File: src/hw/lock_pkg.sv
`default_nettype none

package lock_pkg;

    typedef logic [3:0]  key_t;
    typedef logic [3:0]  digit_t;
    typedef logic [11:0] display_t;  // three digits, newest in the low nibble
    typedef logic [1:0]  tries_t;

    localparam key_t KEY_ENTER = 4'hA;
    localparam key_t KEY_SET   = 4'hB;
    localparam key_t KEY_CLEAR = 4'hC;
    localparam key_t KEY_BACK  = 4'hD;

    localparam digit_t   DIGIT_BLANK   = 4'hF;
    localparam display_t DISPLAY_BLANK = 12'hFFF;
    localparam display_t DISPLAY_PASS  = 12'hBCC;
    localparam display_t DISPLAY_SET   = 12'hDDD;
    localparam display_t SECRET_RESET  = 12'h246;

    localparam tries_t MAX_TRIES = 2'd3;

    // lockout seconds in BCD, index 3 covers every later lockout
    localparam logic [3:0][7:0] LOCKOUT_BCD = {8'h60, 8'h20, 8'h10, 8'h05};

    localparam int TICK_CYCLES_DEFAULT = 50_000_000;  // one second at 50 MHz

    localparam int TONE_KEY_HALF  = 50_000;
    localparam int TONE_KEY_DUR   = 10_000_000;
    localparam int TONE_OK_HALF   = 25_000;
    localparam int TONE_OK_DUR    = 30_000_000;
    localparam int TONE_FAIL_HALF = 100_000;
    localparam int TONE_FAIL_DUR  = 15_000_000;
    localparam int TONE_TICK_HALF = 100_000;
    localparam int TONE_TICK_DUR  = 5_000_000;

    typedef enum logic [2:0] {
        TONE_NONE,
        TONE_KEY,
        TONE_OK,
        TONE_FAIL,
        TONE_TICK
    } tone_t;

    typedef enum logic [1:0] {
        ENTRY,
        SET_ENTRY,
        PASS,
        LOCKED
    } entry_state_t;

    // returns {mapped, key code}; multi-bit and unused words give mapped = 0
    function automatic logic [4:0] decode_key(input logic [15:0] word);
        logic [4:0] res;
        case (word)
            16'h0008: res = {1'b1, 4'd0};
            16'h0080: res = {1'b1, 4'd1};
            16'h0040: res = {1'b1, 4'd2};
            16'h0020: res = {1'b1, 4'd3};
            16'h0800: res = {1'b1, 4'd4};
            16'h0400: res = {1'b1, 4'd5};
            16'h0200: res = {1'b1, 4'd6};
            16'h8000: res = {1'b1, 4'd7};
            16'h4000: res = {1'b1, 4'd8};
            16'h2000: res = {1'b1, 4'd9};
            16'h0001: res = {1'b1, KEY_ENTER};
            16'h0010: res = {1'b1, KEY_SET};
            16'h0100: res = {1'b1, KEY_CLEAR};
            16'h1000: res = {1'b1, KEY_BACK};
            default:  res = 5'h00;
        endcase
        return res;
    endfunction

endpackage

`default_nettype wire

File: src/hw/keypad_decoder.sv
`timescale 1ns/1ps
`default_nettype none

module keypad_decoder (
    input  wire                 clk,
    input  wire                 rst_n,
    input  wire  [15:0]         onehot,
    output logic                key_valid,
    output lock_pkg::key_t      key
);

    logic [15:0] prev;     // last cycle's keypad word
    logic [4:0]  decoded;  // {mapped, code}
    logic        press;

    assign decoded = lock_pkg::decode_key(onehot);

    // fresh single-key press only, release must come first
    assign press = decoded[4] && (prev == 16'h0000);

    always_ff @(posedge clk) begin
        if (!rst_n) begin
            prev      <= 16'h0000;
            key_valid <= 1'b0;
        end else begin
            prev      <= onehot;
            key_valid <= press;
        end
    end

    // key code is only sampled by consumers with key_valid
    always_ff @(posedge clk) begin
        if (press) begin
            key <= decoded[3:0];
        end
    end

endmodule

`default_nettype wire

File: src/hw/code_entry.sv
`timescale 1ns/1ps
`default_nettype none

module code_entry (
    input  wire                     clk,
    input  wire                     rst_n,
    input  wire                     key_valid,
    input  wire  lock_pkg::key_t    key,
    input  wire  [7:0]              count_bcd,
    input  wire                     lock_done,
    output lock_pkg::display_t      display,
    output lock_pkg::tries_t        tries,
    output logic                    locked,
    output logic                    tone_req,
    output lock_pkg::tone_t         tone_sel,
    output logic                    lock_start,
    output logic [7:0]              lock_bcd
);

    lock_pkg::entry_state_t state;
    lock_pkg::display_t     disp_q;
    lock_pkg::display_t     secret;
    lock_pkg::display_t     shift_base;
    logic [1:0]             digits;    // digits entered so far
    logic [1:0]             lockouts;  // saturates at 3
    logic                   is_digit;
    logic                   full;

    assign is_digit   = (key <= 4'd9);
    assign full       = (digits == 2'd3);
    assign shift_base = (digits == 2'd0) ? lock_pkg::DISPLAY_BLANK : disp_q;  // drop DDD/blank
    assign locked     = (state == lock_pkg::LOCKED);

    // lock_bcd covers the cycle before the timer has loaded its count
    assign display = locked ? {lock_pkg::DIGIT_BLANK, lock_start ? lock_bcd : count_bcd}
                            : disp_q;

    always_ff @(posedge clk) begin
        if (!rst_n) begin
            state      <= lock_pkg::ENTRY;
            disp_q     <= lock_pkg::DISPLAY_BLANK;
            secret     <= lock_pkg::SECRET_RESET;
            digits     <= 2'd0;
            lockouts   <= 2'd0;
            tries      <= 2'd0;
            tone_req   <= 1'b0;
            tone_sel   <= lock_pkg::TONE_NONE;
            lock_start <= 1'b0;
            lock_bcd   <= 8'h00;
        end else begin
            tone_req   <= 1'b0;
            lock_start <= 1'b0;
            case (state)
                lock_pkg::ENTRY, lock_pkg::SET_ENTRY: begin
                    if (key_valid && is_digit && !full) begin
                        disp_q   <= {shift_base[7:0], key};
                        digits   <= digits + 2'd1;
                        tone_req <= 1'b1;
                        tone_sel <= lock_pkg::TONE_KEY;
                    end else if (key_valid && key == lock_pkg::KEY_BACK && digits != 2'd0) begin
                        disp_q   <= {lock_pkg::DIGIT_BLANK, disp_q[11:4]};
                        digits   <= digits - 2'd1;
                        tone_req <= 1'b1;
                        tone_sel <= lock_pkg::TONE_KEY;
                    end else if (key_valid && key == lock_pkg::KEY_CLEAR) begin
                        disp_q   <= lock_pkg::DISPLAY_BLANK;
                        digits   <= 2'd0;
                        tone_req <= 1'b1;
                        tone_sel <= lock_pkg::TONE_KEY;
                    end else if (key_valid && key == lock_pkg::KEY_SET) begin
                        state    <= lock_pkg::SET_ENTRY;
                        disp_q   <= lock_pkg::DISPLAY_SET;
                        digits   <= 2'd0;
                        tries    <= 2'd0;
                        tone_req <= 1'b1;
                        tone_sel <= lock_pkg::TONE_KEY;
                    end else if (key_valid && key == lock_pkg::KEY_ENTER && full) begin
                        digits   <= 2'd0;
                        tone_req <= 1'b1;
                        if (state == lock_pkg::SET_ENTRY) begin
                            secret   <= disp_q;  // new code stored
                            disp_q   <= lock_pkg::DISPLAY_BLANK;
                            state    <= lock_pkg::ENTRY;
                            tone_sel <= lock_pkg::TONE_OK;
                        end else if (disp_q == secret) begin
                            disp_q   <= lock_pkg::DISPLAY_PASS;
                            state    <= lock_pkg::PASS;
                            tone_sel <= lock_pkg::TONE_OK;
                        end else begin
                            disp_q   <= lock_pkg::DISPLAY_BLANK;
                            tone_sel <= lock_pkg::TONE_FAIL;
                            if (tries == lock_pkg::MAX_TRIES - 2'd1) begin
                                // third miss, start lockout
                                state      <= lock_pkg::LOCKED;
                                tries      <= 2'd0;
                                lock_start <= 1'b1;
                                lock_bcd   <= lock_pkg::LOCKOUT_BCD[lockouts];
                                if (lockouts != 2'd3) begin
                                    lockouts <= lockouts + 2'd1;
                                end
                            end else begin
                                tries <= tries + 2'd1;
                            end
                        end
                    end
                end
                lock_pkg::PASS: begin
                    if (key_valid && key == lock_pkg::KEY_CLEAR) begin
                        state    <= lock_pkg::ENTRY;
                        disp_q   <= lock_pkg::DISPLAY_BLANK;
                        tone_req <= 1'b1;
                        tone_sel <= lock_pkg::TONE_KEY;
                    end
                end
                lock_pkg::LOCKED: begin
                    if (lock_done) begin  // keys are dropped until here
                        state  <= lock_pkg::ENTRY;
                        disp_q <= lock_pkg::DISPLAY_BLANK;
                        digits <= 2'd0;
                    end
                end
                default: state <= lock_pkg::ENTRY;
            endcase
        end
    end

endmodule

`default_nettype wire

File: src/hw/lockout_timer.sv
`timescale 1ns/1ps
`default_nettype none

module lockout_timer #(
    parameter int TICK_CYCLES = lock_pkg::TICK_CYCLES_DEFAULT
) (
    input  wire         clk,
    input  wire         rst_n,
    input  wire         lock_start,
    input  wire  [7:0]  lock_bcd,
    output logic [7:0]  count_bcd,
    output logic        sec_tick,
    output logic        lock_done
);

    logic [31:0] presc;    // cycles within the current second
    logic        running;
    logic        second;

    assign second = running && (presc == 32'(TICK_CYCLES - 1));

    always_ff @(posedge clk) begin
        if (!rst_n) begin
            presc     <= 32'd0;
            running   <= 1'b0;
            count_bcd <= 8'h00;
            sec_tick  <= 1'b0;
            lock_done <= 1'b0;
        end else begin
            sec_tick  <= 1'b0;
            lock_done <= 1'b0;
            if (lock_start) begin
                presc     <= 32'd0;
                running   <= 1'b1;
                count_bcd <= lock_bcd;
            end else if (second) begin
                presc    <= 32'd0;
                sec_tick <= 1'b1;
                if (count_bcd[3:0] == 4'd0) begin
                    count_bcd <= {count_bcd[7:4] - 4'd1, 4'd9};  // borrow from tens
                end else begin
                    count_bcd[3:0] <= count_bcd[3:0] - 4'd1;
                end
                if (count_bcd == 8'h01) begin  // stepping to 00
                    running   <= 1'b0;
                    lock_done <= 1'b1;
                end
            end else if (running) begin
                presc <= presc + 32'd1;
            end
        end
    end

endmodule

`default_nettype wire

File: src/hw/buzzer_sequencer.sv
`timescale 1ns/1ps
`default_nettype none

module buzzer_sequencer #(
    parameter int TICK_CYCLES = lock_pkg::TICK_CYCLES_DEFAULT
) (
    input  wire                     clk,
    input  wire                     rst_n,
    input  wire                     tone_req,
    input  wire  lock_pkg::tone_t   tone_sel,
    input  wire                     sec_tick,
    output logic                    buzzer
);

    lock_pkg::tone_t tone;        // active tone, NONE when silent
    lock_pkg::tone_t next_tone;
    logic [31:0]     per_cnt;
    logic [31:0]     dur_cnt;
    logic [31:0]     half;
    logic [31:0]     dur;
    logic            start;
    logic            mute;

    // cycle counts follow the tick rate, never below one cycle
    function automatic logic [31:0] scaled(input int cycles);
        int div;
        div = lock_pkg::TICK_CYCLES_DEFAULT / TICK_CYCLES;
        if (div < 1) begin
            div = 1;
        end
        return (cycles / div < 1) ? 32'd1 : 32'(cycles / div);
    endfunction

    always_comb begin
        case (tone)
            lock_pkg::TONE_KEY: begin
                half = scaled(lock_pkg::TONE_KEY_HALF);
                dur  = scaled(lock_pkg::TONE_KEY_DUR);
            end
            lock_pkg::TONE_OK: begin
                half = scaled(lock_pkg::TONE_OK_HALF);
                dur  = scaled(lock_pkg::TONE_OK_DUR);
            end
            lock_pkg::TONE_FAIL: begin
                half = scaled(lock_pkg::TONE_FAIL_HALF);
                dur  = scaled(lock_pkg::TONE_FAIL_DUR);
            end
            lock_pkg::TONE_TICK: begin
                half = scaled(lock_pkg::TONE_TICK_HALF);
                dur  = scaled(lock_pkg::TONE_TICK_DUR);
            end
            default: begin
                half = 32'd1;
                dur  = 32'd1;
            end
        endcase
    end

    assign start     = tone_req || sec_tick;
    assign next_tone = tone_req ? tone_sel : lock_pkg::TONE_TICK;  // entry request wins

    // fail tone is silent in its middle third, two bursts
    assign mute = (tone == lock_pkg::TONE_FAIL) && (dur_cnt >= dur / 3)
                  && (dur_cnt < (dur / 3) * 2);

    always_ff @(posedge clk) begin
        if (!rst_n) begin
            tone    <= lock_pkg::TONE_NONE;
            per_cnt <= 32'd0;
            dur_cnt <= 32'd0;
            buzzer  <= 1'b0;
        end else if (start) begin
            tone    <= next_tone;  // restart on any new request
            per_cnt <= 32'd0;
            dur_cnt <= 32'd0;
            buzzer  <= (next_tone != lock_pkg::TONE_NONE);
        end else if (tone != lock_pkg::TONE_NONE) begin
            dur_cnt <= dur_cnt + 32'd1;
            per_cnt <= per_cnt + 32'd1;
            if (dur_cnt >= dur - 32'd1) begin
                tone   <= lock_pkg::TONE_NONE;
                buzzer <= 1'b0;
            end else if (mute) begin
                per_cnt <= 32'd0;
                buzzer  <= 1'b0;
            end else if (per_cnt >= half - 32'd1) begin
                per_cnt <= 32'd0;
                buzzer  <= ~buzzer;
            end
        end else begin
            buzzer <= 1'b0;
        end
    end

endmodule

`default_nettype wire

File: src/hw/lock_top.sv
`timescale 1ns/1ps
`default_nettype none

module lock_top #(
    parameter int TICK_CYCLES = lock_pkg::TICK_CYCLES_DEFAULT
) (
    input  wire                     clk,
    input  wire                     rst_n,
    input  wire  [15:0]             onehot,
    output lock_pkg::display_t      display,
    output lock_pkg::tries_t        tries,
    output logic                    locked,
    output logic                    buzzer
);

    logic            key_valid;
    lock_pkg::key_t  key;
    logic [7:0]      count_bcd;
    logic            lock_done;
    logic            tone_req;
    lock_pkg::tone_t tone_sel;
    logic            lock_start;
    logic [7:0]      lock_bcd;
    logic            sec_tick;

    keypad_decoder u_decoder (
        .clk       (clk),
        .rst_n     (rst_n),
        .onehot    (onehot),
        .key_valid (key_valid),
        .key       (key)
    );

    code_entry u_entry (
        .clk        (clk),
        .rst_n      (rst_n),
        .key_valid  (key_valid),
        .key        (key),
        .count_bcd  (count_bcd),
        .lock_done  (lock_done),
        .display    (display),
        .tries      (tries),
        .locked     (locked),
        .tone_req   (tone_req),
        .tone_sel   (tone_sel),
        .lock_start (lock_start),
        .lock_bcd   (lock_bcd)
    );

    lockout_timer #(
        .TICK_CYCLES (TICK_CYCLES)
    ) u_timer (
        .clk        (clk),
        .rst_n      (rst_n),
        .lock_start (lock_start),
        .lock_bcd   (lock_bcd),
        .count_bcd  (count_bcd),
        .sec_tick   (sec_tick),
        .lock_done  (lock_done)
    );

    buzzer_sequencer #(
        .TICK_CYCLES (TICK_CYCLES)
    ) u_buzzer (
        .clk      (clk),
        .rst_n    (rst_n),
        .tone_req (tone_req),
        .tone_sel (tone_sel),
        .sec_tick (sec_tick),
        .buzzer   (buzzer)
    );

endmodule

`default_nettype wire

File: config.mk
export PLATFORM = sky130hd
export DESIGN_NAME = lock_top
export DESIGN_NICKNAME = d
export VERILOG_FILES = /design/src/hw/lock_pkg.sv /design/src/hw/keypad_decoder.sv /design/src/hw/code_entry.sv /design/src/hw/lockout_timer.sv /design/src/hw/buzzer_sequencer.sv /design/src/hw/lock_top.sv
export SDC_FILE = /design/constraint.sdc
export NUM_CORES = 1
export LEC_CHECK = 0
export BUFFER_PORTS_ARGS = -buffer_cell sky130_fd_sc_hd__buf_2
export CAP_MARGIN = 40
export CORE_UTILIZATION = 43
export CTS_BUF_LIST = sky130_fd_sc_hd__clkbuf_2
export CTS_CLUSTER_DIAMETER = 30
export CTS_CLUSTER_SIZE = 16
export DETAILED_ROUTE_END_ITERATION = 7
export PLACE_DENSITY_LB_ADDON = 0.25
export SKIP_LAST_GASP = 1
export SYNTH_ARGS = -nofsm -noshare
export SYNTH_HDL_FRONTEND = slang
export SYNTH_SLANG_ARGS = --single-unit
File: constraint.sdc
create_clock -name clk -period 12 [get_ports clk]
set_clock_uncertainty 0.15 [all_clocks]
set_input_delay 1.2 -clock clk [delete_from_list [all_inputs] [get_ports clk]]
set_output_delay 1.2 -clock clk [all_outputs]
set_load 0.01 [all_outputs]
==> results by group, run 1 <==
Outcome
  • Status: finished, final reports clean

Worst setup path
  • Worst EP required: 12.53 ns
  • WS Path Type: flip-flop to flip-flop
  • Crit. End Element: flip-flop
  • CP startpoint kind: flip-flop
  • Max FO, Critical Path: 31
  • Worst Path Arrival: 5.75 ns

Synth
  • Adder-Cell Fraction of Synth Area: 12.4%
  • Yosys cell types: 70
  • Post-synthesis compound-gate area fraction: 11.3%
  • Simple-gate portion of the synthesized area: 27.1%
  • #FFs+latches synth: 172
  • Mux contribution to synthesized area: 2.54%
  • Largest family of logic cells by synthesized area: simple AND/OR/NAND/NOR gates
  • Post-Synth XOR/XNOR Area: 9.19%
  • Warnings, synthesis: 0
  • Ys async rst share: 0%
  • Synthesized area per cell: 8.32 µm²
  • Sequential area share after synthesis: 33.8%
  • Post-synth EDFFs: 4
  • Post-Synthesis Cell Area: 0.0103 mm²
  • Synthesized instance count: 1237
  • Top_reg_cell synth: dfxtp_1

Cells and area
  • Proportion of layout cells with a drive suffix above 1: 8.04%
  • Non-Filler Instances: 1589
  • Reg area: 0.00348 mm²
  • Fin util: 46.9%
  • Fillers: 2314
  • Area growth syn-to-layout: 7.00%
  • Post-layout instance area: 0.0110 mm²
  • Nets: 1376
  • Multi-input logic area: 0.00646 mm²

CTS
  • Clock Path Buffers: 2
  • CTS tree: yes
  • Number of setup buffers added after CTS: 0
  • Cts bufs inserted: 17
  • Hold_buf cts: 0
  • CTS Sinks: 172
  • PostCTS Resize Cnt: 0
  • H-tree depth: 4
  • Root Buffer: clkbuf_2
  • Clock transition at path regs: 0.26 ns
  • Clock network latency to the later pin of the worst-skew pair: 0.81 ns

Global route
  • Grt met1 use: 24.1%
  • Initial antenna violation count: 1
  • GRT met3 Usage: 4.51%
  • GR Util met2: 31.1%
  • Global-route usage over all layers: 18.7%
  • Overflow after GRT: 0
  • GRT Max-Usage Layer: met2
  • First-pass GRT wire length: 37200 µm
  • Vias in the first global route: 7760
  • Largest net degree at the start of global routing: 43

STA
  • RSZ-0062 raised after global routing: no
  • TNS Setup: 0 ns
  • Fin crit period: 5.22 ns
  • Worst-margin pin slew: 0.912 ns
  • Final hold violation count: 0
  • FMAX: 192 MHz
  • Max-slew headroom: 39.1%
  • Fin. max-slew vios: 0
  • Tcrit/Tclk final: 43.5%
  • Final setup vio count: 0

Die
  • Core ar.: 0.0235 mm²
  • Die width: 157 µm
  • Die Ht: 157 µm
  • Starting Density: 43.8%
  • Top Ports: 34
  • # rows: 56
  • Die footprint: 0.0246 mm²

Routing
  • Final wirelength: 22200 µm
  • First-pass DRT Iterations: 5
  • Vias: 8442
  • Vias per Instance: 5.31
  • Final ANT Viol Nets: 0
  • Drt initial violations: 580
  • # DRC: 0
  • Post-DR wirelength/cell: 13.9 µm

Min path
  • Min-delay worst type: flip-flop to flip-flop

Power
  • Peak VDD IR: 0.0000565 V
  • Power Density: 87.6 mW/mm²
  • Static Leakage: 4.21 nW
  • Pwr Total: 0.965 mW

Placed design
  • DP HPWL: 16500 µm
  • Placer Congestion: 0.910
  • DP Area: 0.0107 mm²
  • Dpl cells: 1556
  • IO Port Bufs: 33

Job
  • Max-capacitance violation count: 0
-- worst paths after layout --
path                               startpoint                                end  slack [ns]  cells past startpoint
max             u_buzzer.tone[1]$_SDFFE_PN0P_  u_buzzer.per_cnt[21]$_SDFFE_PP0P_        6.78                     18
min          u_entry.tone_sel[0]$_SDFFE_PN0P_   u_entry.tone_sel[0]$_SDFFE_PN0P_        0.34                      2
max reg2reg     u_buzzer.tone[1]$_SDFFE_PN0P_  u_buzzer.per_cnt[21]$_SDFFE_PP0P_        6.78                     18
min reg2reg  u_entry.tone_sel[0]$_SDFFE_PN0P_   u_entry.tone_sel[0]$_SDFFE_PN0P_        0.34                      2
-- power by group --
group	leakage [nW]	internal, mW	switching (mW)	total [mW]
combinational	2.64	0.0147	0.0291	0.0438
clock	0.160	0.0923	0.245	0.338
sequential	1.40	0.580	0.00364	0.584
-- sequential cells by signal, summed over array words and instances, names as in the netlist, 4 cells and up --
name and flops:
u_buzzer.dur_cnt 32, u_buzzer.per_cnt 32, u_timer.presc 32, u_decoder.prev 16, u_entry.disp_q 12, u_entry.secret 12
u_timer.count_bcd 8, u_decoder.key 4, u_entry.lock_bcd 4
-- layout by cell type, fill, tap and decap left out, types with 18 or more instances in the layout --
cell | netlist | routed
and2_1 | 31 | 31
nor2_1 | 159 | 159
nand2_1 | 110 | 110
o21ai_1 | 22 | 22
xor2_1 | 63 | 63
mux2i_1 | 25 | 25
nand3_1 | 43 | 43
or3_1 | 19 | 19
inv_1 | 42 | 42
and3_1 | 18 | 18
xnor2_1 | 45 | 45
o21ai_0 | 36 | 36
nor3_1 | 30 | 30
dfxtp_1 | 168 | 168
nand4_1 | 33 | 33
buf_2 | 2 | 33
nor4_1 | 25 | 25
ha_1 | 102 | 102
a21oi_1 | 61 | 61
-- cell usage after synthesis, drive strengths merged (18+ instances only) --
cell type / count / share of area (%)
xor2: 63 / 5.4
o21ai: 58 / 2.8
nor2: 175 / 6.8
a21oi: 62 / 3.1
ha: 102 / 12
nand4: 33 / 2.0
nand3: 45 / 2.3
and2: 31 / 1.9
dfxtp: 168 / 33
xnor2: 45 / 3.8
mux2i: 25 / 2.4
nand2: 111 / 4.1
or3: 19 / 1.2
and3: 18 / 1.1
nor3: 34 / 1.8
inv: 44 / 1.6
nor4: 25 / 1.5
clkbuf: 33 / 1.2
-- cells by family (layout without fill, tap and decap cells) --
group           count (synthesis)  after routing
simple gates                  552            552
compound gates                189            189
flops                         172            172
xor+xnor                      108            108
fa+ha+maj                     102            102
buf+inv                        87            115
mux                            26             26
other cells                     1              6
-- per-layer routing --
layer | vias up | routed length (µm) | share of wire (%)
met2 | 127 | 10300 | 47
met3 | 19 | 894 | 4.0
met1 | 3911 | 10700 | 48
met4 | 0 | 259 | 1.2
li1 | 4385 | - | -
met5 | - | 0 | 0
-- layout make-up --
type / instances / share of cell area, %
Antenna cell: 1 / 0.0227
Clock buffer: 17 / 0.773
Clock inverter: 15 / 1.76
Inverter: 44 / 1.50
Multi-Input combinational cell: 982 / 58.6
Sequential cell: 172 / 31.6
Tap cell: 319 / 3.62
Timing Repair Buffer: 39 / 2.06
-- worst max-delay path, stage by stage, from the launching register on --
cell      delay [ns]
dfxtp_1         0.67
and3b_1         0.45
inv_2           0.11
nand2_1         0.30
ha_1            0.46
inv_1           0.14
or3_1           0.43
o21ai_1         0.22
and2_1          0.22
ha_1            0.24
and4_1          0.19
nand2_1         0.10
a2111o_1        0.12
o211ai_1        0.13
a211oi_2        0.30
a21oi_2         0.14
o311ai_4        0.26
buf_4           0.42
nor2_1          0.09
-- per-stage QoR --
| step | hold slack, ns | worst slack, ns |
|---|---|---|
| floorplan | 0.287 | 7.82 |
| global placement | 0.316 | 7.10 |
| detailed placement | 0.319 | 6.80 |
| CTS | 0.348 | 6.79 |
| global route | 0.381 | 6.33 |
| finish | 0.342 | 6.78 |
Note: power is estimated with default switching activity, not from simulation.
==> run 2, diff against run 1 <==
==> constraint.sdc (replaced) <==
create_clock -name clk -period 4.8 [get_ports clk]
set_clock_uncertainty 0.15 [all_clocks]
set_input_delay 0.48 -clock clk [delete_from_list [all_inputs] [get_ports clk]]
set_output_delay 0.48 -clock clk [all_outputs]
set_load 0.01 [all_outputs]
==> results by group, run 2 (synthesis gave the netlist of run 1 again) <==
Outcome
  • Status: finished, final reports clean

STA
  • Worst-margin pin slew: 0.730 ns (-0.183 ns)
  • Final hold violation count: 0 (unchanged)
  • RSZ-0062 raised after global routing: no
  • Max-slew headroom: 51.3% (+12 points)
  • Fin crit period: 4.45 ns (-0.772 ns)
  • TNS Setup: 0 ns (unchanged)
  • Fin. max-slew vios: 0 (unchanged)
  • Final setup vio count: 0 (unchanged)
  • Tcrit/Tclk final: 92.6% (+49 points)
  • FMAX: 225 MHz (+17%)

Cells and area
  • Commonest non-fill, non-tap cell in the layout: dfxtp_1
  • Top Registers: u_buzzer.dur_cnt x32, u_buzzer.per_cnt x32, u_timer.presc x32
  • Multi-input logic area: 0.00646 mm² (unchanged)
  • Most frequent cells in the layout: 166 x dfxtp_1, 159 x nor2_1, 110 x nand2_1
  • Area growth syn-to-layout: 9.17%
  • Reg area: 0.00349 mm² (about the same)
  • Nets: 1400 (+1.7%)
  • Fillers: 2283 (-1.3%)
  • Proportion of layout cells with a drive suffix above 1: 8.66% (+0.62 points)

Routing
  • Vias: 8526 (+1.0%)
  • Routed wl met3: 851 µm (-4.8%)
  • Metal-1 WL: 11100 µm (+4.1%)
  • First-pass DRT Iterations: 5 (unchanged)
  • Final wirelength: 22700 µm (+2.3%)
  • Vias per Instance: 5.29 (-0.51%)
  • Highest metal used: met4
  • Drt initial violations: 553 (-4.7%)
  • Metal2 WL: 10500 µm (+1.2%)
  • # DRC: 0 (unchanged)
  • Post-DR wirelength/cell: 14.1 µm (+0.80%)
  • Final ANT Viol Nets: 0 (unchanged)

CTS
  • Cts bufs inserted: 17 (unchanged)
  • Clock network latency to the later pin of the worst-skew pair: 0.77 ns (-0.04 ns)
  • Clock Path Buffers: 2 (unchanged)
  • Root Buffer: clkbuf_2
  • Number of setup buffers added after CTS: 0 (unchanged)
  • CTS tree: yes
  • CTS Sinks: 172 (unchanged)
  • Clock transition at path regs: 0.29 ns (+0.03 ns)
  • H-tree depth: 4 (unchanged)

Die
  • Top Ports: 34 (unchanged)
  • Die width: 157 µm (unchanged)
  • Die footprint: 0.0246 mm² (unchanged)
  • # rows: 56 (unchanged)
  • Starting Density: 43.8% (unchanged)
  • Die Ht: 157 µm (unchanged)
  • Core ar.: 0.0235 mm² (unchanged)

Worst setup path
  • Cell Chain, Critical Path: nor2_1 -> and2_1 -> inv_2 -> nand2_1 -> ha_1 -> inv_1 -> or3_1 -> o21ai_1 -> and2_1 -> ha_1 -> and4_1 -> nand2_1 -> a2111o_1 -> o211ai_1 -> a211oi_2 -> a21oi_2 -> o311ai_4 -> buf_12 -> nor3_2
  • WS Path Type: flip-flop to flip-flop
  • Worst Path Arrival: 4.95 ns (-0.80 ns)
  • Crit path from: u_buzzer.tone[0]$_SDFFE_PN0P_
  • Crit. End Element: flip-flop
  • Max stage delay on crit path: 0.45 ns (-0.22 ns)
  • Worst path slowest cell: dfxtp_2
  • Worst reg2reg startpoint: u_buzzer.tone[0]$_SDFFE_PN0P_
  • CP startpoint kind: flip-flop
  • Worst EP required: 5.31 ns (-7.22 ns)
  • Max FO, Critical Path: 31 (unchanged)

Min path
  • Min-delay worst type: input port to flip-flop
  • Hold_sp: onehot[1]

Placed design
  • Placer Congestion: 0.888 (-2.5%)
  • IO Port Bufs: 33 (unchanged)
  • DP HPWL: 16800 µm (+1.9%)

Global route
  • Initial antenna violation count: 1 (unchanged)
  • Vias in the first global route: 7974 (+2.8%)
  • Global-route usage over all layers: 19.3% (+0.58 points)
  • First-pass GRT wire length: 38400 µm (+3.3%)
  • Largest net degree at the start of global routing: 42 (-2.3%)
  • Overflow after GRT: 0 (unchanged)

Power
  • Power Density: 211 mW/mm² (+140%)
  • Peak VDD IR: 0.000148 V (+160%)
  • Pwr Total: 2.37 mW (+150%)
  • Static Leakage: 4.32 nW (+2.7%)

Job
  • Max-capacitance violation count: 0 (unchanged)
## run 2: where the power goes
part | total, mW | switching (mW) | internal, mW
sequential | 1.46 | 0.00919 | 1.45
clock | 0.791 | 0.609 | 0.182
combinational | 0.124 | 0.0765 | 0.0478
## run 2: layout make-up
| cell class | instances | area share, % |
|---|---|---|
| multi-input cells | 982 | 57.5 |
| flip-flops and latches | 172 | 31.0 |
| repair buffers | 63 | 4.14 |
| well taps | 319 | 3.55 |
| clock inverters | 15 | 1.56 |
| inverters | 44 | 1.47 |
| clock buffers | 17 | 0.757 |
| diodes | 1 | 0.0223 |
## run 2: per-stage QoR
| step | hold slack (ns) | cells | worst slack [ns] | utilization, % | area, µm² |
|---|---|---|---|---|---|
| 6_report | 0.303 | 1613 | 0.353 | 47.9 | 11200 |
| 5_1_grt | 0.230 | 1613 | 0.0136 | 47.9 | 11200 |
| 4_1_cts | 0.231 | 1612 | 0.272 | 47.8 | 11200 |
| 3_5_place_dp | 0.322 | 1563 | 0.290 | 46.0 | 10800 |
| 3_3_place_gp | 0.316 | 1562 | 0.498 | 45.9 | 10800 |
| 2_1_floorplan | 0.287 | 1241 | 0.623 | - | 10300 |
## run 2: what timing repair did
action | CTS | global route
resized for setup | 0 | 2
endpoints found under the setup margin | 0 | 31
hold buffers | 17 | 0
hold endpoints to repair | 27 | 0
## run 2: final timing paths
check,endpoint,slack [ns],depth (start not counted)
hold / removal,u_decoder.prev[1]$_SDFF_PN0_,0.30,3
setup reg to reg,u_buzzer.per_cnt[7]$_SDFFE_PP0P_,0.35,19
hold reg to reg,u_entry.tone_sel[0]$_SDFFE_PN0P_,0.35,2
setup / recovery,u_buzzer.per_cnt[7]$_SDFFE_PP0P_,0.35,19
## run 2: worst max-delay path, delay by kind of cell (launching register included)
family                     cells  cell delay (ns)
DFF                            1             0.45
and+or+nand+nor                8             1.46
adders and majority gates      2             0.54
AOI/OAI and AO/OA              6             1.22
buffers and inverters          3             0.55
## run 2: routing by layer
layer  global-route usage [%]  up-vias
met3                     3.82       19
met5                        0        -
met1                     25.2     3941
li1                         -     4447
met4                     4.95        0
met2                     32.2      119
==> run 3, diff against run 2 <==
--- a/config.mk
+++ b/config.mk
@@ -5,6 +5,7 @@
 export SDC_FILE = /design/constraint.sdc
 export NUM_CORES = 1
 export LEC_CHECK = 0
+export ABC_AREA = 1
 export BUFFER_PORTS_ARGS = -buffer_cell sky130_fd_sc_hd__buf_2
 export CAP_MARGIN = 40
 export CORE_UTILIZATION = 43
@@ -17,3 +18,4 @@
 export SYNTH_ARGS = -nofsm -noshare
 export SYNTH_HDL_FRONTEND = slang
 export SYNTH_SLANG_ARGS = --single-unit
+export TNS_END_PERCENT = 30
==> results by group, run 3 <==
Worst setup path
  • Max stage delay on crit path: 0.61 ns (+0.16 ns)
  • Cell repeated most along the worst path: nand2_1
  • Worst path slowest cell: dfxtp_1
  • WS Path Type: flip-flop to flip-flop
  • Crit. End Element: flip-flop
  • Worst EP required: 5.34 ns (+0.03 ns)
  • Max FO, Critical Path: 9 (-71%)
  • Worst Path Arrival: 4.98 ns (+0.03 ns)
  • R2R Setup Slk: 0.36 ns (about the same)
  • CP startpoint kind: flip-flop

Placed design
  • DP HPWL: 19900 µm (+18%)
  • IO Port Bufs: 33 (unchanged)
  • Placer Congestion: 0.897 (+1.0%)
  • Pre-CTS setup slack: 0.406 ns (+0.116 ns)

Routing
  • Final wirelength: 26400 µm (+16%)
  • Final ANT Viol Nets: 0 (unchanged)
  • First-pass DRT Iterations: 5 (unchanged)
  • Vias: 10169 (+19%)
  • # DRC: 0 (unchanged)
  • Vias per Instance: 5.19 (-1.8%)
  • Post-DR wirelength/cell: 13.5 µm (-4.2%)
  • Drt initial violations: 619 (+12%)

CTS
  • Clock network latency to the later pin of the worst-skew pair: 0.79 ns (+0.02 ns)
  • Clock Path Buffers: 2 (unchanged)
  • Root Buffer: clkbuf_2
  • H-tree depth: 4 (unchanged)
  • CTS Sinks: 172 (unchanged)
  • Number of setup buffers added after CTS: 0 (unchanged)
  • CTS tree: yes
  • Cts bufs inserted: 17 (unchanged)
  • Clock transition at path regs: 0.33 ns (+0.04 ns)

Die
  • Die Ht: 162 µm (+3.7%)
  • Die footprint: 0.0264 mm² (+7.5%)
  • Top Ports: 34 (unchanged)
  • # rows: 58 (+3.6%)
  • Core ar.: 0.0252 mm² (+7.3%)
  • Die width: 162 µm (+3.7%)
  • Starting Density: 44.0% (+0.12 points)

Global route
  • Largest net degree at the start of global routing: 52 (+24%)
  • Vias in the first global route: 9458 (+19%)
  • Overflow after GRT: 0 (unchanged)
  • GRT met3 Usage: 3.11% (-0.71 points)
  • First-pass GRT wire length: 44700 µm (+16%)
  • Initial antenna violation count: 1 (unchanged)
  • Global-route usage over all layers: 20.7% (+1.4 points)
  • GR Util met2: 34.0% (+1.7 points)
  • Grt met1 use: 28.3% (+3.1 points)
  • GRT Max-Usage Layer: met2

Cells and area
  • Top Registers: u_buzzer.dur_cnt x32, u_buzzer.per_cnt x32, u_timer.presc x32
  • Most frequent cells in the layout: 282 x nand2_1, 210 x inv_1, 195 x nor2_1
  • Nets: 1735 (+24%)
  • Area growth syn-to-layout: 8.47%
  • Proportion of layout cells with a drive suffix above 1: 8.72% (+0.060 points)
  • Commonest non-fill, non-tap cell in the layout: nand2_1

Synth
  • Warnings, synthesis: 0 (unchanged)
  • Post-Synthesis Cell Area: 0.0111 mm² (+7.6%)
  • Synthesized area per cell: 7.09 µm² (-15%)
  • Ys async rst share: 0% (unchanged)
  • Post-synth top area share: 30.4% (-2.3 points)
  • Sequential area share after synthesis: 31.5% (-2.4 points)
  • Top_reg_cell synth: dfxtp_1
  • #FFs+latches synth: 172 (unchanged)
  • Synth area leaders: dfxtp_1 30%, ha_1 12%, nand2_1 9.6%
  • Commonest cells in the netlist: 282 x nand2_1, 210 x inv_1, 196 x nor2_1
  • Synthesized instance count: 1561 (+26%)
  • Post-synth EDFFs: 4 (unchanged)
  • Area leader, netlist: dfxtp_1
  • Yosys cell types: 54 (-23%)
  • Count leader, synth: nand2_1

STA
  • Fin. max-slew vios: 0 (unchanged)
  • FMAX: 225 MHz (about the same)
  • Worst-margin pin slew: 0.797 ns (+0.0674 ns)
  • RSZ-0062 raised after global routing: no
  • Final setup vio count: 0 (unchanged)
  • Final Worst Setup Slack: 0.357 ns (+0.00385 ns)
  • Fin crit period: 4.44 ns (-0.00385 ns)
  • TNS Setup: 0 ns (unchanged)
  • Tcrit/Tclk final: 92.6% (about the same)
  • Max-slew headroom: 46.8% (-4.6 points)
  • Final hold violation count: 0 (unchanged)

Outcome
  • Status: finished, final reports clean

Power
  • Pwr Total: 2.32 mW (-2.1%)
  • Peak VDD IR: 0.000113 V (-24%)
  • Static Leakage: 5.19 nW (+20%)
  • Power Density: 194 mW/mm² (-8.4%)

Min path
  • Min-delay worst type: input port to flip-flop

Job
  • Max-capacitance violation count: 0 (unchanged)
[run 3: cell types whose count changed after synthesis, sizes merged, moves of 26 or more]
cell and change:
a21oi +49, and2 -31, inv +177, nand2 +179, nand3 +28, nor2 +49, o21ai +32, xnor2 -26
xor2 -30
[run 3: area by class of cell]
| cell class | instances | area [µm²] |
|---|---|---|
| diodes | 1 | 2.50 |
| clock buffers | 18 | 90.1 |
| clock inverters | 14 | 144 |
| fillers | 2561 | 13200 |
| inverters | 224 | 841 |
| multi-input cells | 1139 | 6610 |
| flip-flops and latches | 172 | 3480 |
| well taps | 330 | 413 |
| repair buffers | 61 | 428 |
[run 3: power by group]
part	internal (mW)	switching, mW
Clock	0.171	0.611
Sequential	1.45	0.00171
Combinational	0.0322	0.0618
[run 3: timing repair]
action                     in CTS  in global routing
resized for setup               0                  1
hold buffers                   16                  0
hold endpoints to repair       20                  0
setup endpoints to repair       0                  6
[run 3: kinds of logic (layout without fill, tap and decap cells)]
logic type	Yosys count	after routing	share of synthesized area, %
buffers and inverters	254	317	9.03
AO/OA/AOI/OAI	262	262	13.3
XOR/XNOR	52	52	4.11
flip-flops	172	172	31.5
AND/OR/NAND/NOR	718	718	30.6
adder cells (fa/ha/maj)	102	102	11.5
other	1	6	0.0339
[run 3: path summary, 6_finish.rpt]
check | cells after the start | endpoint | startpoint
worst max-delay path | 29 | u_buzzer.per_cnt[0]$_SDFFE_PP0P_ | u_buzzer.tone[2]$_SDFFE_PN0P_
worst min-delay path | 4 | u_decoder.prev[5]$_SDFF_PN0_ | rst_n
worst max register to register | 29 | u_buzzer.per_cnt[0]$_SDFFE_PP0P_ | u_buzzer.tone[2]$_SDFFE_PN0P_
worst min register to register | 2 | u_buzzer.tone[1]$_SDFFE_PN0P_ | u_entry.tone_sel[1]$_SDFFE_PN0P_
[run 3: routing by layer]
layer / share of wire [%] / vias to the layer above
li1: - / 5293
met1: 50 / 4652
met2: 45 / 200
met3: 3.8 / 24
met4: 1.3 / 0
met5: 0 / -
[run 3: stage by stage]
stage	hold WS, ns	utilization [%]	instance area (µm²)	instances
floorplan	0.294	-	11100	1565
finish	0.0747	47.7	12000	1959
CTS	0.0142	47.7	12000	1958
global route	0.000184	47.7	12000	1959
global placement	0.311	46.1	11600	1910
detailed placement	0.317	46.1	11600	1910
[run 3: worst max-delay path, delay by kind of cell (launching register included)]
kind,cells,cell delay (ns)
compound gates,2,0.27
fa+ha+maj,2,0.55
buf+inv,7,0.92
flops,1,0.61
simple gates,18,1.85
